**src/design/ml_consts.svh**
```systemverilog
`ifndef ML_CONSTS_SVH
`define ML_CONSTS_SVH

// scratchpad geometry
// block address width, 32K blocks of 64 bytes
`define ML_ADDR_W 15
// one AES-sized lane
`define ML_LANE_W 128
`define ML_LANES 4

// loop length as a power of two
`define ML_ITER_LOG2_FULL 19
`define ML_ITER_LOG2_FAST 6

// cycles from operands to product
`define ML_MUL_DELAY 1

`endif

```
**src/design/ml_pkg.sv**
```systemverilog
`default_nettype none

`include "ml_consts.svh"

package ml_pkg;

  // one-hot loop phases
  typedef enum logic [6:0] {
    phase_idle   = 7'b0000001,
    phase_read1  = 7'b0000010,
    phase_aes    = 7'b0000100,
    phase_write1 = 7'b0001000,
    phase_read2  = 7'b0010000,
    phase_mul    = 7'b0100000,
    phase_write2 = 7'b1000000
  } ml_phase_t;

  typedef logic [`ML_LANE_W-1:0] ml_lane_t;
  typedef ml_lane_t [`ML_LANES-1:0] ml_block_t;

  // lane index, byte address bits 5:4
  typedef logic [1:0] ml_lane_sel_t;

  // what a lane means to the loop
  typedef enum logic [1:0] {
    role_cx   = 2'd0,
    role_chk1 = 2'd1,
    role_chk2 = 2'd2,
    role_chk3 = 2'd3
  } ml_role_t;

  // block slot holding a role, permuted by the lane index
  function automatic ml_lane_sel_t lane_slot(input ml_role_t role, input ml_lane_sel_t sel);
    return ml_lane_sel_t'(role) ^ sel;
  endfunction

endpackage

`default_nettype wire

```
**src/design/ml_step_if.sv**
```systemverilog
`timescale 1ns/1ps
`default_nettype none

// phase strobes, state machine to datapath
interface ml_step_if
  import ml_pkg::*;
();

  ml_phase_t phase;
  // run start, one cycle in idle
  logic      load;
  // read address valid on addr_next
  logic      rd_issue;
  // ram_rddata holds the block
  logic      rd_done;
  logic      aes_step;
  // write phase about to begin
  logic      wr1;
  logic      wr2;
  logic      mul_done;
  logic      next_iter;
  // level, read2 through write2
  logic      stage2;

  modport fsm (
    output phase, load, rd_issue, rd_done, aes_step,
    output wr1, wr2, mul_done, next_iter, stage2
  );

  modport data (
    input phase, load, rd_issue, rd_done, aes_step,
    input wr1, wr2, mul_done, next_iter, stage2
  );

endinterface

`default_nettype wire

```
**src/design/ml_iter_counter.sv**
```systemverilog
`timescale 1ns/1ps
`default_nettype none

`include "ml_consts.svh"

module ml_iter_counter
  import ml_pkg::*;
(
  input  logic    clk,
  input  logic    reset_n,
  input  logic    mode_speedup,
  ml_step_if.data step,
  output logic    last_loop
);

  // one spare bit so the limit itself fits
  localparam int cnt_w = `ML_ITER_LOG2_FULL + 1;

  logic [cnt_w-1:0] iter_cnt;
  logic [cnt_w-1:0] iter_limit;
  // speedup mode held for the whole run
  logic             fast_q;

  assign iter_limit = fast_q ? cnt_w'(1) << `ML_ITER_LOG2_FAST
                             : cnt_w'(1) << `ML_ITER_LOG2_FULL;

  always_ff @(posedge clk or negedge reset_n) begin
    if (!reset_n) begin
      iter_cnt  <= '0;
      fast_q    <= 1'b0;
      last_loop <= 1'b0;
    end else if (step.load) begin
      iter_cnt  <= '0;
      fast_q    <= mode_speedup;
      last_loop <= 1'b0;
    end else begin
      // one count per stage-1 block read
      if (step.rd_done && step.phase == phase_read1) begin
        iter_cnt <= iter_cnt + 1'b1;
      end
      // settles long before write2 of the same iteration
      last_loop <= iter_cnt >= iter_limit;
    end
  end

endmodule

`default_nettype wire

```
**src/flat_wrapper.sv**
```systemverilog
// flat-port wrapper written by rule: the top's interface ports become plain ports
module ml_iter_counter_flat import ml_pkg::*;
  (clk, reset_n, mode_speedup, last_loop, step_phase, step_load, step_rd_issue, step_rd_done, step_aes_step, step_wr1, step_wr2, step_mul_done, step_next_iter, step_stage2);
  ml_step_if step_i ();
  input  logic clk;
  input  logic reset_n;
  input  logic mode_speedup;
  output logic last_loop;
  input wire logic [$bits(step_i.phase)-1:0] step_phase;
  input wire logic [$bits(step_i.load)-1:0] step_load;
  input wire logic [$bits(step_i.rd_issue)-1:0] step_rd_issue;
  input wire logic [$bits(step_i.rd_done)-1:0] step_rd_done;
  input wire logic [$bits(step_i.aes_step)-1:0] step_aes_step;
  input wire logic [$bits(step_i.wr1)-1:0] step_wr1;
  input wire logic [$bits(step_i.wr2)-1:0] step_wr2;
  input wire logic [$bits(step_i.mul_done)-1:0] step_mul_done;
  input wire logic [$bits(step_i.next_iter)-1:0] step_next_iter;
  input wire logic [$bits(step_i.stage2)-1:0] step_stage2;
  assign step_i.phase = step_phase;
  assign step_i.load = step_load;
  assign step_i.rd_issue = step_rd_issue;
  assign step_i.rd_done = step_rd_done;
  assign step_i.aes_step = step_aes_step;
  assign step_i.wr1 = step_wr1;
  assign step_i.wr2 = step_wr2;
  assign step_i.mul_done = step_mul_done;
  assign step_i.next_iter = step_next_iter;
  assign step_i.stage2 = step_stage2;
  ml_iter_counter u_core (.clk(clk), .reset_n(reset_n), .mode_speedup(mode_speedup), .step(step_i), .last_loop(last_loop));
endmodule
```
**config.mk**
```make
export PLATFORM = sky130hd
export DESIGN_NAME = ml_iter_counter_flat
export DESIGN_NICKNAME = d
export VERILOG_FILES = /design/src/design/ml_pkg.sv /design/src/design/ml_step_if.sv /design/src/design/ml_iter_counter.sv /design/src/flat_wrapper.sv
export VERILOG_INCLUDE_DIRS = /design/src /design/src/design
export SDC_FILE = /design/constraint.sdc
export NUM_CORES = 1
export LEC_CHECK = 0
export BUFFER_PORTS_ARGS = -buffer_cell sky130_fd_sc_hd__buf_2
export CORE_UTILIZATION = 39
export CTS_BUF_LIST = sky130_fd_sc_hd__clkbuf_16
export CTS_CLUSTER_SIZE = 40
export DETAILED_ROUTE_END_ITERATION = 7
export GPL_TIMING_DRIVEN = 0
export SLEW_MARGIN = 15
export SYNTH_ARGS = -nofsm -noshare
export SYNTH_HDL_FRONTEND = slang
export SYNTH_SLANG_ARGS = --single-unit
```
**constraint.sdc**
```tcl
create_clock -name clk -period 1.6 [get_ports clk]
set_input_delay 0.24 -clock clk [delete_from_list [all_inputs] [get_ports clk]]
set_output_delay 0.24 -clock clk [all_outputs]
set_load 0.005 [all_outputs]
```
=== After elaboration in Yosys (flattened, before gate mapping) ===
Index checks and enable logic that the tools add are counted.

* Flip-flop bits (word level): 22
* Output and inout bits: 1
* Logic and storage cells: 12

* Add/sub/neg operators: 1
* $lt $le $gt $ge: 1
* Eq/ne operators: 1
* Muxes and demuxes: 4
* Reduce and logical (&&, ||, !) cells: 2

{| class="wikitable"
|+ Operators by type and width
! cell !! number
|-
| 20-bit 2-to-1 mux || 3
|-
| 20-bit by 1-bit adder with 20-bit output (second input constant) || 1
|-
| 20-bit >= comparator || 1
|-
| 7-bit by 2-bit == test with 1-bit output (second input constant) || 1
|-
| 2-bit nonzero test || 1
|-
| 1-bit logical AND || 1
|-
| 1-bit 2-to-1 mux || 1
|}

=== Longest topological paths before layout ===
* Depth in word-level cells: 4
* Mapped depth: 6
* Gate-level depth less buffers: 6

=== Worst setup path after synthesis ===
No wires, ideal clock.

* Path kind: input -> register
* Start: in step_phase[0]
* End: reg u_core.iter_cnt[17]
* Library setup time: 78 ps
* Data arrival time: 1629 ps
* Required time: 1522 ps
* Setup slack: -107 ps
* Stages: 5
* Path through: nor4b_4 nand3_2 buf_6 or4_1 a21oi_1

* Word-level cells in the longest chain between the ends: 3

{| class="wikitable"
|+ Ends and longest elaborated chain
! element !! RTL line !! text
|-
| start: declaration || flat_wrapper.sv:9 || <nowiki>input wire logic [$bits(step_i.phase)-1:0] step_phase;</nowiki>
|-
| 7-bit by 2-bit == test with 1-bit output || ml_iter_counter.sv:38 || <nowiki>if (step.rd_done && step.phase == phase_read1) begin</nowiki>
|-
| 1-bit logical AND || ml_iter_counter.sv:38 ||
|-
| 2-bit nonzero test (no line) || -- ||
|-
| end signal: assignment || ml_iter_counter.sv:39 || <nowiki>iter_cnt <= iter_cnt + 1'b1;</nowiki>
|-
| end: declaration || ml_iter_counter.sv:19 || <nowiki>logic [cnt_w-1:0] iter_cnt;</nowiki>
|}

No other way between the ends.
A chain may end at the register's enable or synchronous reset.

=== Worst setup path in the final report ===
* Start: reg u_core.iter_cnt[2]
* End: reg u_core.iter_cnt[14]

* Word-level cells in the longest chain between the ends: 3

{| class="wikitable"
|+ Ends and longest elaborated chain
! element !! RTL line !! text
|-
| 20-bit by 1-bit adder with 20-bit output || ml_iter_counter.sv:39 ||
|-
| 20-bit 2-to-1 mux || ml_iter_counter.sv:38 ||
|-
| 20-bit 2-to-1 mux || ml_iter_counter.sv:32 || <nowiki>end else if (step.load) begin</nowiki>
|}

No other way between the ends. The select of a mux whose other input is x is not followed.

==> impl_metrics.py <==
metrics = {
    "synth": {
        "synthCells": 132,
        "synth_area_um2": 1280,
        "synth_cell_type_count": 27,
        "avgSynthCellArea_um2": 9.71,
        "synth_nets": 155,
        "ys_ff_latch": 22,
        "ys.warnings.count": 0,
        "ys_seq_area_frac": 0.430,
    },
    "grt": {
        "grt_overflow_total": 0,
        "grt_pass1_wl_mm": 5.51,
        "antenna_found_initial": 0,
        "grt_pass1_vias": 1233,
        "track_usage": 0.214,
        "grt_max_degree": 23,
    },
    "power": {
        "power.density_nw_per_um2": 716,
        "p_total_mw": 1.36,
        "p_leak_nw": 0.749,
        "peakVddDrop_mv": 0.575,
    },
    "route": {
        "drt_iter0_markers": 57,
        "drtPass1Iterations": 4,
        "wl_mm": 3.57,
        "wire_per_inst_um": 16.5,
        "vias": 1264,
        "antenna_left": 0,
        "drc": 0,
        "via_per_inst": 5.85,
    },
    "critical_path": {
        "rrSetupSlack_ns": 0.02,
        "setup.worst_path.end_class": "flip-flop",
        "r2r_cells": 5,
        "cp.required_ns": 1.78,
        "cp.arrival_ns": 1.76,
        "critPathLaunchType": "flip-flop",
        "critical_path_class": "reg2reg",
        "path_max_fanout": 7,
    },
    "floorplanning": {
        "die_area_um2": 3520,
        "coreArea_um2": 3080,
        "rows": 20,
        "floorplan.initialDensity": 0.416,
        "die_h_um": 59.3,
        "die_x_um": 59.3,
        "io_pins": 20,
    },
    "cts": {
        "clock_latency_ns": 0.26,
        "cts-htree-levels": 1,
        "path_clk_slew_ns": 0.07,
        "numCtsBuffers": 3,
        "cts_buffer_depth": 2,
        "cts_tree": "yes",
        "root_buffer": "clkbuf_16",
        "clock_sinks": 22,
    },
    "placement": {
        "portBuffers": 12,
        "hpwl_mm": 2.07,
        "place_ws_ns": -0.476,
        "globalplace.congestion": 0.783,
        "place_area_um2": 1400,
    },
    "outcome": {
        "outcome": "finished clean",
    },
    "hold_path": {
        "hp-class": "in2reg",
        "min_path_cells": 2,
    },
    "sta": {
        "clock_skew_ns": 0.00609,
        "final_max_slew_viol_count": 0,
        "hold_slack_ns": 0.172,
        "fmaxAchievable_ghz": 0.632,
        "setup_tns_ns": 0,
        "worstMarginPinSlew_ns": 0.623,
        "max_slew_margin": 0.585,
        "layout_setup_ws_ns": 0.0189,
        "fin_crit_ns": 1.58,
        "grt_setup_unrepaired": "yes",
        "fin_crit_sh": 0.988,
        "setup-violations-final": 0,
        "finalHoldViolations": 0,
    },
    "cells_and_area": {
        "drive_above_1_share": 0.459,
        "num_antenna_cells": 0,
        "final_cell_mix": "buf_4, dfrtp_1, buf_2",
        "stdcell_area_um2": 1900,
        "syn2layout_area_growth_pct": 48.1,
        "final_common_cell": "buf_4",
        "layout.nets": 196,
    },
    "run": {
        "cap_violations": 0,
    },
}
## cells in the mapped netlist
cell type,count,area (µm²)
and2_1,3,18.8
mux2_2,1,11.3
inv_1,5,18.8
o21ai_0,3,15.0
nand3_1,5,25.0
nor2_1,8,30.0
a21oi_1,15,75.1
and3_1,3,18.8
buf_6,1,11.3
and4_1,3,26.3
nand3_2,2,20.0
nor4b_4,2,47.6
o31ai_1,11,82.6
nor3_1,1,5.00
clkbuf_1,5,18.8
or3_1,1,6.26
xor2_1,4,35.0
or3_2,1,7.51
nand4_1,9,56.3
buf_2,1,5.00
dfrtp_1,22,551
ha_1,4,50.1
nor4_1,1,6.26
nor4b_1,2,17.5
nand2_1,6,22.5
xnor2_1,2,17.5
or4_1,11,82.6
## logic make-up (layout without fill, tap and decap cells)
group / after synthesis / count (layout) / share of synthesized area
DFF: 22 / 22 / 0.430
adders and majority gates: 4 / 4 / 0.0391
buffers and inverters: 12 / 52 / 0.0420
and+or+nand+nor: 58 / 58 / 0.305
AOI/OAI and AO/OA: 29 / 29 / 0.135
muxes: 1 / 1 / 0.00879
xor gates and xnor gates: 6 / 6 / 0.0410
## critical path, stage by stage, from the launching register on
cell and delay, ns:
dfrtp_1 0.35, and4_4 0.27, nand3_4 0.14, clkbuf_16 0.19
or4_4 0.41, a21oi_1 0.14
## flip-flops by register name, summed over array words and instances, names as in the netlist
signal	count
u_core.fast_q	1
u_core.last_loop	1
u_core.iter_cnt	20
## timing repair
item                       4_1_cts  5_1_grt
hold buffers                     1        0
cloned                           0        1
gates resized for setup         15       31
hold endpoints to repair        22        0
setup endpoints to repair       13       13
pin swaps                        2       14
setup buffers                   11       11
## per-layer routing
metal  routed length [µm]  share of wire  GRT usage
met5                    0              0          0
met4                   78          0.022     0.0986
met3                  138          0.039     0.0590
met2                 1890           0.53      0.387
met1                 1460           0.41      0.230
## stage by stage
step | std cells | utilization
after floorplan | 132 | -
after global placement | 188 | 0.456
after detailed placement | 188 | 0.456
after CTS | 204 | 0.537
after global routing | 216 | 0.617
final | 216 | 0.617
## worst paths after layout
path                                                startpoint                              end
worst max-delay path            u_core.iter_cnt[2]$_DFFE_PN0P_  u_core.iter_cnt[14]$_DFFE_PN0P_
worst min-delay path                                 step_load   u_core.iter_cnt[8]$_DFFE_PN0P_
worst max register to register  u_core.iter_cnt[2]$_DFFE_PN0P_  u_core.iter_cnt[14]$_DFFE_PN0P_
worst min register to register       u_core.fast_q$_DFFE_PN0P_        u_core.fast_q$_DFFE_PN0P_
max in group asynchronous                              reset_n   u_core.iter_cnt[8]$_DFFE_PN0P_
min in group asynchronous                              reset_n   u_core.iter_cnt[7]$_DFFE_PN0P_
## area by class of cell
cell class	count	area, µm²
sequential	22	556
inverter	5	18.8
timing repair buffer	36	264
clock inverter	1	30.0
buffer	7	70.1
clock buffer	3	75.1
multi-input combinational	98	830
fill	258	1180
tap	44	55.1
## report_power, final
part,total (mW),leakage (nW),switching (mW),internal (mW)
combinational,0.0792,0.400,0.0427,0.0365
sequential,0.564,0.298,0.00296,0.561
clock,0.715,0.0511,0.218,0.497
total,1.36,0.749,0.263,1.09
(Power assumes the default switching activity.)
