File: config.mk
export PLATFORM = sky130hd
export DESIGN_NAME = ml_phase_fsm_flat
export DESIGN_NICKNAME = d
export VERILOG_FILES = /design/src/design/ml_pkg.sv /design/src/design/ml_step_if.sv /design/src/design/ml_phase_fsm.sv /design/src/flat_wrapper.sv
export VERILOG_INCLUDE_DIRS = /design/src /design/src/design
export SDC_FILE = /design/constraint.sdc
export NUM_CORES = 1
export LEC_CHECK = 0
export BUFFER_PORTS_ARGS = -buffer_cell sky130_fd_sc_hd__buf_2
export CORE_AREA = 2 2 53 43
export CTS_CLUSTER_SIZE = 12
export DETAILED_ROUTE_END_ITERATION = 10
export DIE_AREA = 0 0 55 45
export GPL_ROUTABILITY_DRIVEN = 0
export PLACE_DENSITY_LB_ADDON = 0.2
export SYNTH_ARGS = -nofsm -noshare
export SYNTH_HDL_FRONTEND = slang
export SYNTH_SLANG_ARGS = --single-unit
File: constraint.sdc
create_clock -name clk -period 3.55 [get_ports clk]
set_input_delay 0.5325 -clock clk [delete_from_list [all_inputs] [get_ports clk]]
set_output_delay 0.5325 -clock clk [all_outputs]
set_load 0.01 [all_outputs]
File: src/design/ml_consts.svh
`ifndef ML_CONSTS_SVH
`define ML_CONSTS_SVH

// scratchpad geometry
// block address width, 32K blocks of 64 bytes
`define ML_ADDR_W 15
// one AES-sized lane
`define ML_LANE_W 128
`define ML_LANES 4

// loop length as a power of two
`define ML_ITER_LOG2_FULL 19
`define ML_ITER_LOG2_FAST 6

// cycles from operands to product
`define ML_MUL_DELAY 1

`endif

File: src/design/ml_pkg.sv
`default_nettype none

`include "ml_consts.svh"

package ml_pkg;

  // one-hot loop phases
  typedef enum logic [6:0] {
    phase_idle   = 7'b0000001,
    phase_read1  = 7'b0000010,
    phase_aes    = 7'b0000100,
    phase_write1 = 7'b0001000,
    phase_read2  = 7'b0010000,
    phase_mul    = 7'b0100000,
    phase_write2 = 7'b1000000
  } ml_phase_t;

  typedef logic [`ML_LANE_W-1:0] ml_lane_t;
  typedef ml_lane_t [`ML_LANES-1:0] ml_block_t;

  // lane index, byte address bits 5:4
  typedef logic [1:0] ml_lane_sel_t;

  // what a lane means to the loop
  typedef enum logic [1:0] {
    role_cx   = 2'd0,
    role_chk1 = 2'd1,
    role_chk2 = 2'd2,
    role_chk3 = 2'd3
  } ml_role_t;

  // block slot holding a role, permuted by the lane index
  function automatic ml_lane_sel_t lane_slot(input ml_role_t role, input ml_lane_sel_t sel);
    return ml_lane_sel_t'(role) ^ sel;
  endfunction

endpackage

`default_nettype wire

File: src/design/ml_step_if.sv
`timescale 1ns/1ps
`default_nettype none

// phase strobes, state machine to datapath
interface ml_step_if
  import ml_pkg::*;
();

  ml_phase_t phase;
  // run start, one cycle in idle
  logic      load;
  // read address valid on addr_next
  logic      rd_issue;
  // ram_rddata holds the block
  logic      rd_done;
  logic      aes_step;
  // write phase about to begin
  logic      wr1;
  logic      wr2;
  logic      mul_done;
  logic      next_iter;
  // level, read2 through write2
  logic      stage2;

  modport fsm (
    output phase, load, rd_issue, rd_done, aes_step,
    output wr1, wr2, mul_done, next_iter, stage2
  );

  modport data (
    input phase, load, rd_issue, rd_done, aes_step,
    input wr1, wr2, mul_done, next_iter, stage2
  );

endinterface

`default_nettype wire

File: src/design/ml_phase_fsm.sv
`timescale 1ns/1ps
`default_nettype none

`include "ml_consts.svh"

module ml_phase_fsm
  import ml_pkg::*;
(
  input  logic    clk,
  input  logic    reset_n,
  input  logic    ctrl_start,
  input  logic    last_loop,
  output logic    sts_running,
  output logic    sts_finished,
  ml_step_if.fsm  step
);

  ml_phase_t              cs;
  ml_phase_t              ns;
  logic                   rd_issue;
  logic                   mul_entry;
  // read completion, entry pulse delayed twice
  logic                   rd_entry_q;
  logic                   rd_done_q;
  // mul completion, entry pulse delayed ML_MUL_DELAY times
  logic [`ML_MUL_DELAY:0] mul_pipe;

  // ========================================
  // phase register
  // ========================================
  always_ff @(posedge clk or negedge reset_n) begin
    if (!reset_n) begin
      cs <= phase_idle;
    end else begin
      cs <= ns;
    end
  end

  always_comb begin
    ns = cs;
    case (cs)
      phase_idle:   if (ctrl_start) ns = phase_read1;
      phase_read1:  if (rd_done_q) ns = phase_aes;
      phase_aes:    ns = phase_write1;
      phase_write1: ns = phase_read2;
      phase_read2:  if (rd_done_q) ns = phase_mul;
      phase_mul:    if (mul_pipe[`ML_MUL_DELAY]) ns = phase_write2;
      phase_write2: ns = last_loop ? phase_idle : phase_read1;
      default:      ns = phase_idle;
    endcase
  end

  // entering either read phase
  assign rd_issue  = (ns == phase_read1 || ns == phase_read2) && ns != cs;
  assign mul_entry = ns == phase_mul && cs != phase_mul;

  // ========================================
  // completion timing and status
  // ========================================
  always_ff @(posedge clk or negedge reset_n) begin
    if (!reset_n) begin
      rd_entry_q   <= 1'b0;
      rd_done_q    <= 1'b0;
      mul_pipe     <= '0;
      sts_running  <= 1'b0;
      sts_finished <= 1'b0;
    end else begin
      rd_entry_q   <= rd_issue;
      rd_done_q    <= rd_entry_q;
      mul_pipe     <= {mul_pipe[`ML_MUL_DELAY-1:0], mul_entry};
      // drops together with the finished pulse
      sts_running  <= ns != phase_idle;
      sts_finished <= cs == phase_write2 && last_loop;
    end
  end

  // strobes to the datapath
  assign step.phase     = cs;
  assign step.load      = cs == phase_idle && ctrl_start;
  assign step.rd_issue  = rd_issue;
  assign step.rd_done   = rd_done_q;
  assign step.aes_step  = cs == phase_aes;
  assign step.wr1       = ns == phase_write1 && cs != phase_write1;
  assign step.wr2       = ns == phase_write2 && cs != phase_write2;
  assign step.mul_done  = mul_pipe[`ML_MUL_DELAY];
  assign step.next_iter = cs == phase_write2 && !last_loop;
  assign step.stage2    = cs == phase_read2 || cs == phase_mul || cs == phase_write2;

endmodule

`default_nettype wire

File: src/flat_wrapper.sv
// flat-port wrapper written by rule: the top's interface ports become plain ports
module ml_phase_fsm_flat import ml_pkg::*;
  (clk, reset_n, ctrl_start, last_loop, sts_running, sts_finished, step_phase, step_load, step_rd_issue, step_rd_done, step_aes_step, step_wr1, step_wr2, step_mul_done, step_next_iter, step_stage2);
  ml_step_if step_i ();
  input  logic clk;
  input  logic reset_n;
  input  logic ctrl_start;
  input  logic last_loop;
  output logic sts_running;
  output logic sts_finished;
  output wire logic [$bits(step_i.phase)-1:0] step_phase;
  output wire logic [$bits(step_i.load)-1:0] step_load;
  output wire logic [$bits(step_i.rd_issue)-1:0] step_rd_issue;
  output wire logic [$bits(step_i.rd_done)-1:0] step_rd_done;
  output wire logic [$bits(step_i.aes_step)-1:0] step_aes_step;
  output wire logic [$bits(step_i.wr1)-1:0] step_wr1;
  output wire logic [$bits(step_i.wr2)-1:0] step_wr2;
  output wire logic [$bits(step_i.mul_done)-1:0] step_mul_done;
  output wire logic [$bits(step_i.next_iter)-1:0] step_next_iter;
  output wire logic [$bits(step_i.stage2)-1:0] step_stage2;
  assign step_phase = step_i.phase;
  assign step_load = step_i.load;
  assign step_rd_issue = step_i.rd_issue;
  assign step_rd_done = step_i.rd_done;
  assign step_aes_step = step_i.aes_step;
  assign step_wr1 = step_i.wr1;
  assign step_wr2 = step_i.wr2;
  assign step_mul_done = step_i.mul_done;
  assign step_next_iter = step_i.next_iter;
  assign step_stage2 = step_i.stage2;
  ml_phase_fsm u_core (.clk(clk), .reset_n(reset_n), .ctrl_start(ctrl_start), .last_loop(last_loop), .sts_running(sts_running), .sts_finished(sts_finished), .step(step_i));
endmodule
== Yosys cells after proc, flatten, opt, wreduce, memory -nomap -nowiden ==
Cells that the tools add are included.

* Register bits after elaboration: 13
* Output and inout bits: 18
* Logic and storage cells: 40

* Equality and inequality tests: 17
* Multiplexer cells: 6
* Reduce and logical (&&, ||, !) cells: 11

{| class="wikitable"
|+ Operators with widths
! kind !! count
|-
| $pmux W7 S7 || 1
|-
| $mux W7 || 4
|-
| $eq A7 B2 Y1 const B || 2
|-
| $eq A7 B4 Y1 const B || 2
|-
| $eq A7 B5 Y1 const B || 2
|-
| $eq A7 B6 Y1 const B || 2
|-
| $eq A7 B7 Y1 const B || 2
|-
| $eq A7 B1 Y1 const B || 1
|-
| $eq A7 B3 Y1 const B || 1
|-
| $logic_and A1 B1 Y1 || 7
|-
| $ne A7 B1 Y1 const B || 1
|-
| $ne A7 B4 Y1 const B || 1
|-
| $ne A7 B6 Y1 const B || 1
|-
| $ne A7 B7 Y1 || 1
|-
| $ne A7 B7 Y1 const B || 1
|-
| $logic_or A1 B1 Y1 || 3
|-
| $mux W2 || 1
|-
| $logic_not A1 Y1 || 1
|}

== Logic depth before layout (Yosys ltp) ==
* Depth in word-level cells: 5
* Mapped depth: 5

== Least setup slack after synthesis ==
Ideal clock, no wire load.

* Kind: register to output
* Start point: register u_core.cs[1], in the netlist u_core.step.phase[1]
* End point: output step_wr2
* Arrival time: 1.554 ns
* Required time: 3.017 ns
* Setup slack: 1.463 ns
* Cell stages (with the launch flop): 5
* Buffers on the path: 1
* Cell sequence: dfrtp_1 buf_2 or2_1 or2_2 nor4_1

* Word-level cells in the longest chain between the ends: 4
* Elaborated cells on any way between the ends: 15
* Those cells by class: 9 x eq/ne; 5 x mux; 1 x reduce/logical

{| class="wikitable"
|+ RTL lines
! element !! line !! RTL
|-
| start, declared || ml_phase_fsm.sv:18 || <nowiki>ml_phase_t cs;</nowiki>
|-
| start signal, assigned || ml_phase_fsm.sv:33 || <nowiki>cs <= phase_idle;</nowiki>
|-
| start signal, assigned || ml_phase_fsm.sv:35 || <nowiki>cs <= ns;</nowiki>
|-
| $eq A7 B7 Y1, or another cell as far along || ml_phase_fsm.sv:41 || <nowiki>case (cs)</nowiki>
|-
| $pmux W7 S7 || ml_phase_fsm.sv:41 ||
|-
| $eq A7 B7 Y1 || ml_phase_fsm.sv:84 || <nowiki>assign step.wr2 = ns == phase_write2 && cs != phase_write2;</nowiki>
|-
| $logic_and A1 B1 Y1 * || ml_phase_fsm.sv:84 ||
|-
| end, declared || flat_wrapper.sv:17 || <nowiki>output wire logic [$bits(step_i.wr2)-1:0] step_wr2;</nowiki>
|}

Mark *: on every way between the ends. The rest lies on a longest branch, timed or not.

== Worst setup path in the final report ==
* Start point: register u_core.cs[2], in the netlist u_core.step.phase[2]
* End point: output step_rd_issue

* Word-level cells in the longest chain between the ends: 5
* Elaborated cells on any way between the ends: 17
* Those cells by class: 10 x eq/ne; 5 x mux; 2 x reduce/logical

{| class="wikitable"
|+ RTL lines
! element !! line !! RTL
|-
| $eq A7 B7 Y1, or another cell as far along || ml_phase_fsm.sv:41 ||
|-
| $pmux W7 S7 * || ml_phase_fsm.sv:41 ||
|-
| named net u_core.ns[1] || ml_phase_fsm.sv:19 || <nowiki>ml_phase_t ns;</nowiki>
|-
| $eq A7 B2 Y1 / $eq A7 B5 Y1 (equally long branches) || ml_phase_fsm.sv:54 || <nowiki>assign rd_issue = (ns == phase_read1 || ns == phase_read2) && ns != cs;</nowiki>
|-
| $logic_or A1 B1 Y1 || ml_phase_fsm.sv:54 ||
|-
| $logic_and A1 B1 Y1 * || ml_phase_fsm.sv:54 ||
|-
| end, declared || flat_wrapper.sv:13 || <nowiki>output wire logic [$bits(step_i.rd_issue)-1:0] step_rd_issue;</nowiki>
|}

The timed path passes the listed nets; every way through them passes the cells marked *.

==> flow_summary.ini <==
[sta]
min_period_ns = 2.45
skew_ns = 0.000708
setup-violations-final = 0
maxSlewViolCount = 0
fmax_mhz = 409
worstMarginPinSlew_ns = 0.437
setup_ws_ns = 1.10
slew-limit-headroom = 0.709
finalHoldViolCount = 0
rsz0062_at_grt = no
hold_ws_ns = 0.135
fin_setup_tns_ns = 0
period_share = 0.690

[route]
detail-route-antenna-nets = 0
wl_mm = 1.55
wl_met1_um = 758
drt_pass1_iterations = 4
dr_wl_met3_um = 100
dr_wl_met2_um = 668
vias = 627
vias_per_cell = 5.31
avgRoutedWirePerCell_um = 13.1
drc = 0
top_layer = met4
drtIter0Drc = 14

[cells_and_area]
synthToLayoutAreaGrowth_pct = 16.1
drive_gt1_frac = 0.319
antenna_cells = 0
final_util = 0.440
nFillCells = 199
layout_common_cells = buf_2 (21), dfrtp_1 (12), nor2_1 (5)
layout.nets = 99
layout_commonest_cell = buf_2

[clock_tree]
cts.hold.buffers_added = 0
path_clk_slew_ns = 0.08
clk-insertion-delay-late_ns = 0.27
cts.sinks = 13
clockRootBuffer = clkbuf_4
cts_setup_buffers = 0
cts_max_level = 1
cts_made_buffers = 3
cts_tree = done
cts_buffer_depth = 2
post_cts_resized = 0

[critical_path]
start_kind = register
ff2ff_setup_slack_ns = 1.97
cp_cell_sequence = or2_0 > or4_1 > o21ai_2 > o211a_1 > buf_2
cpPeakStageDelay_ns = 0.50
required_ns = 3.02
crit_arrival_ns = 1.92
crit_fanout = 11
crit_buf_inv = 1
crit_path_top_delay_cell = dfrtp_1
path_delay_family = simple AND/OR/NAND/NOR gates
critPathKind = reg -> out
crit_path_end_kind = primary output

[status]
status = completed

[yosys]
seq_area_frac_synth = 0.447
synthArstFlopShare = 1.00
synth-edff-count = 0
postSynthCellCount = 76
synth_flop_cell = dfrtp_1
syn_area_um2 = 731
synth.net_count = 80
netlist-cell-type-count = 34
avgSynthCellArea_um2 = 9.61
yosys_warnings = 0
ys_ff_latch = 13

[die]
fp.dieH_um = 45
die_area_um2 = 2480
die_x_um = 55
core_area_um2 = 1930
ioPinCount = 22
start_util = 0.379
rows = 14

[power_and_ir_drop]
p_sw_frac = 0.368
power.share.combinational = 0.383
vdd_drop_max_v = 0.000250
p_switching_w = 0.000185
p_total_w = 0.000503
p_int_w = 0.000318
p_clk_frac = 0.179
seqPwrFrac = 0.438
leakage_nw = 0.432
power.density_nw_per_um2 = 593

[global_routing]
grt_max_degree = 17
track_usage = 0.153
antenna_found_initial = 0
grt_pass1_vias = 529
grt_overflow = 0
grt_first_pass_wirelength_mm = 2.52

[placement]
portBuffers = 21
post-place-ws_ns = 1.40
hpwl_mm = 1.10

[run]
cap_violations = 0

[min_path]
hold_class = in -> async
cells in the mapped netlist, drive strengths merged (2+ instances only):
cell type  number  area share
or2             5       0.043
nand2b          2       0.017
dfrtp          12        0.41
or3             2       0.017
or4             2       0.021
o21ai           4       0.033
nor4            4       0.034
buf             7       0.060
nand3b          2       0.021
nand2           4       0.021
xor2            2       0.024
nor3            4       0.027
nand3           2       0.014
inv             2       0.010
nor4b           4       0.048
nor2            5       0.026
state kept, by name, indices dropped and copies added (netlist names):
register,flops
u_core.sts_running,1
u_core.mul_pipe,2
u_core.rd_entry_q,1
u_core.step.phase,7
u_core.sts_finished,1
u_core.step.rd_done,1
layout make-up:
cell class	instances	area [um^2]	area share
inverter	2	7.51	0.00885
sequential	13	327	0.385
clock buffer	4	26.3	0.0310
timing repair buffer	21	105	0.124
multi-input combinational	54	353	0.416
tap	24	30.0	0.0354
kinds of logic after synthesis:
logic type,Yosys count,share of synthesized area
muxes,2,0.0291
and+or+nand+nor,40,0.330
AOI/OAI and AO/OA,9,0.0873
xor gates and xnor gates,3,0.0360
DFF,13,0.447
buffers and inverters,9,0.0702
per-stage QoR:
stage	instance area (um^2)	cells
after detailed placement	822	114
after global placement	822	114
final	848	118
after global routing	848	118
after CTS	848	118
after floorplan	731	76
routing by layer:
metal  vias up  track usage
met5         -            0
met3         2       0.0695
met2        21        0.205
met4         0       0.0585
met1       293        0.214
li1        311            -
final timing paths:
check | startpoint | cells after the start | endpoint
max in group asynchronous | reset_n | 1 | u_core.step.phase[0]$_DFF_PN1_
setup / recovery | u_core.step.phase[2]$_DFF_PN0_ | 5 | step_rd_issue
min in group clk | u_core.mul_pipe[0]$_DFF_PN0_ | 0 | u_core.mul_pipe[1]$_DFF_PN0_
hold / removal | reset_n | 1 | u_core.step.phase[3]$_DFF_PN0_
setup reg to reg | u_core.step.phase[2]$_DFF_PN0_ | 4 | u_core.rd_entry_q$_DFF_PN0_
hold reg to reg | u_core.mul_pipe[0]$_DFF_PN0_ | 0 | u_core.mul_pipe[1]$_DFF_PN0_
power groups by stage:
stage          sequential (W)  combinational [W]   clock, W
6_report             0.000220           0.000193  0.0000898
5_1_grt              0.000226           0.000218   0.000108
4_1_cts              0.000219           0.000195  0.0000956
3_5_place_dp         0.000222           0.000194          0
3_3_place_gp         0.000222           0.000194          0
2_1_floorplan        0.000205           0.000157          0
Power figures use the tool's default switching activity.
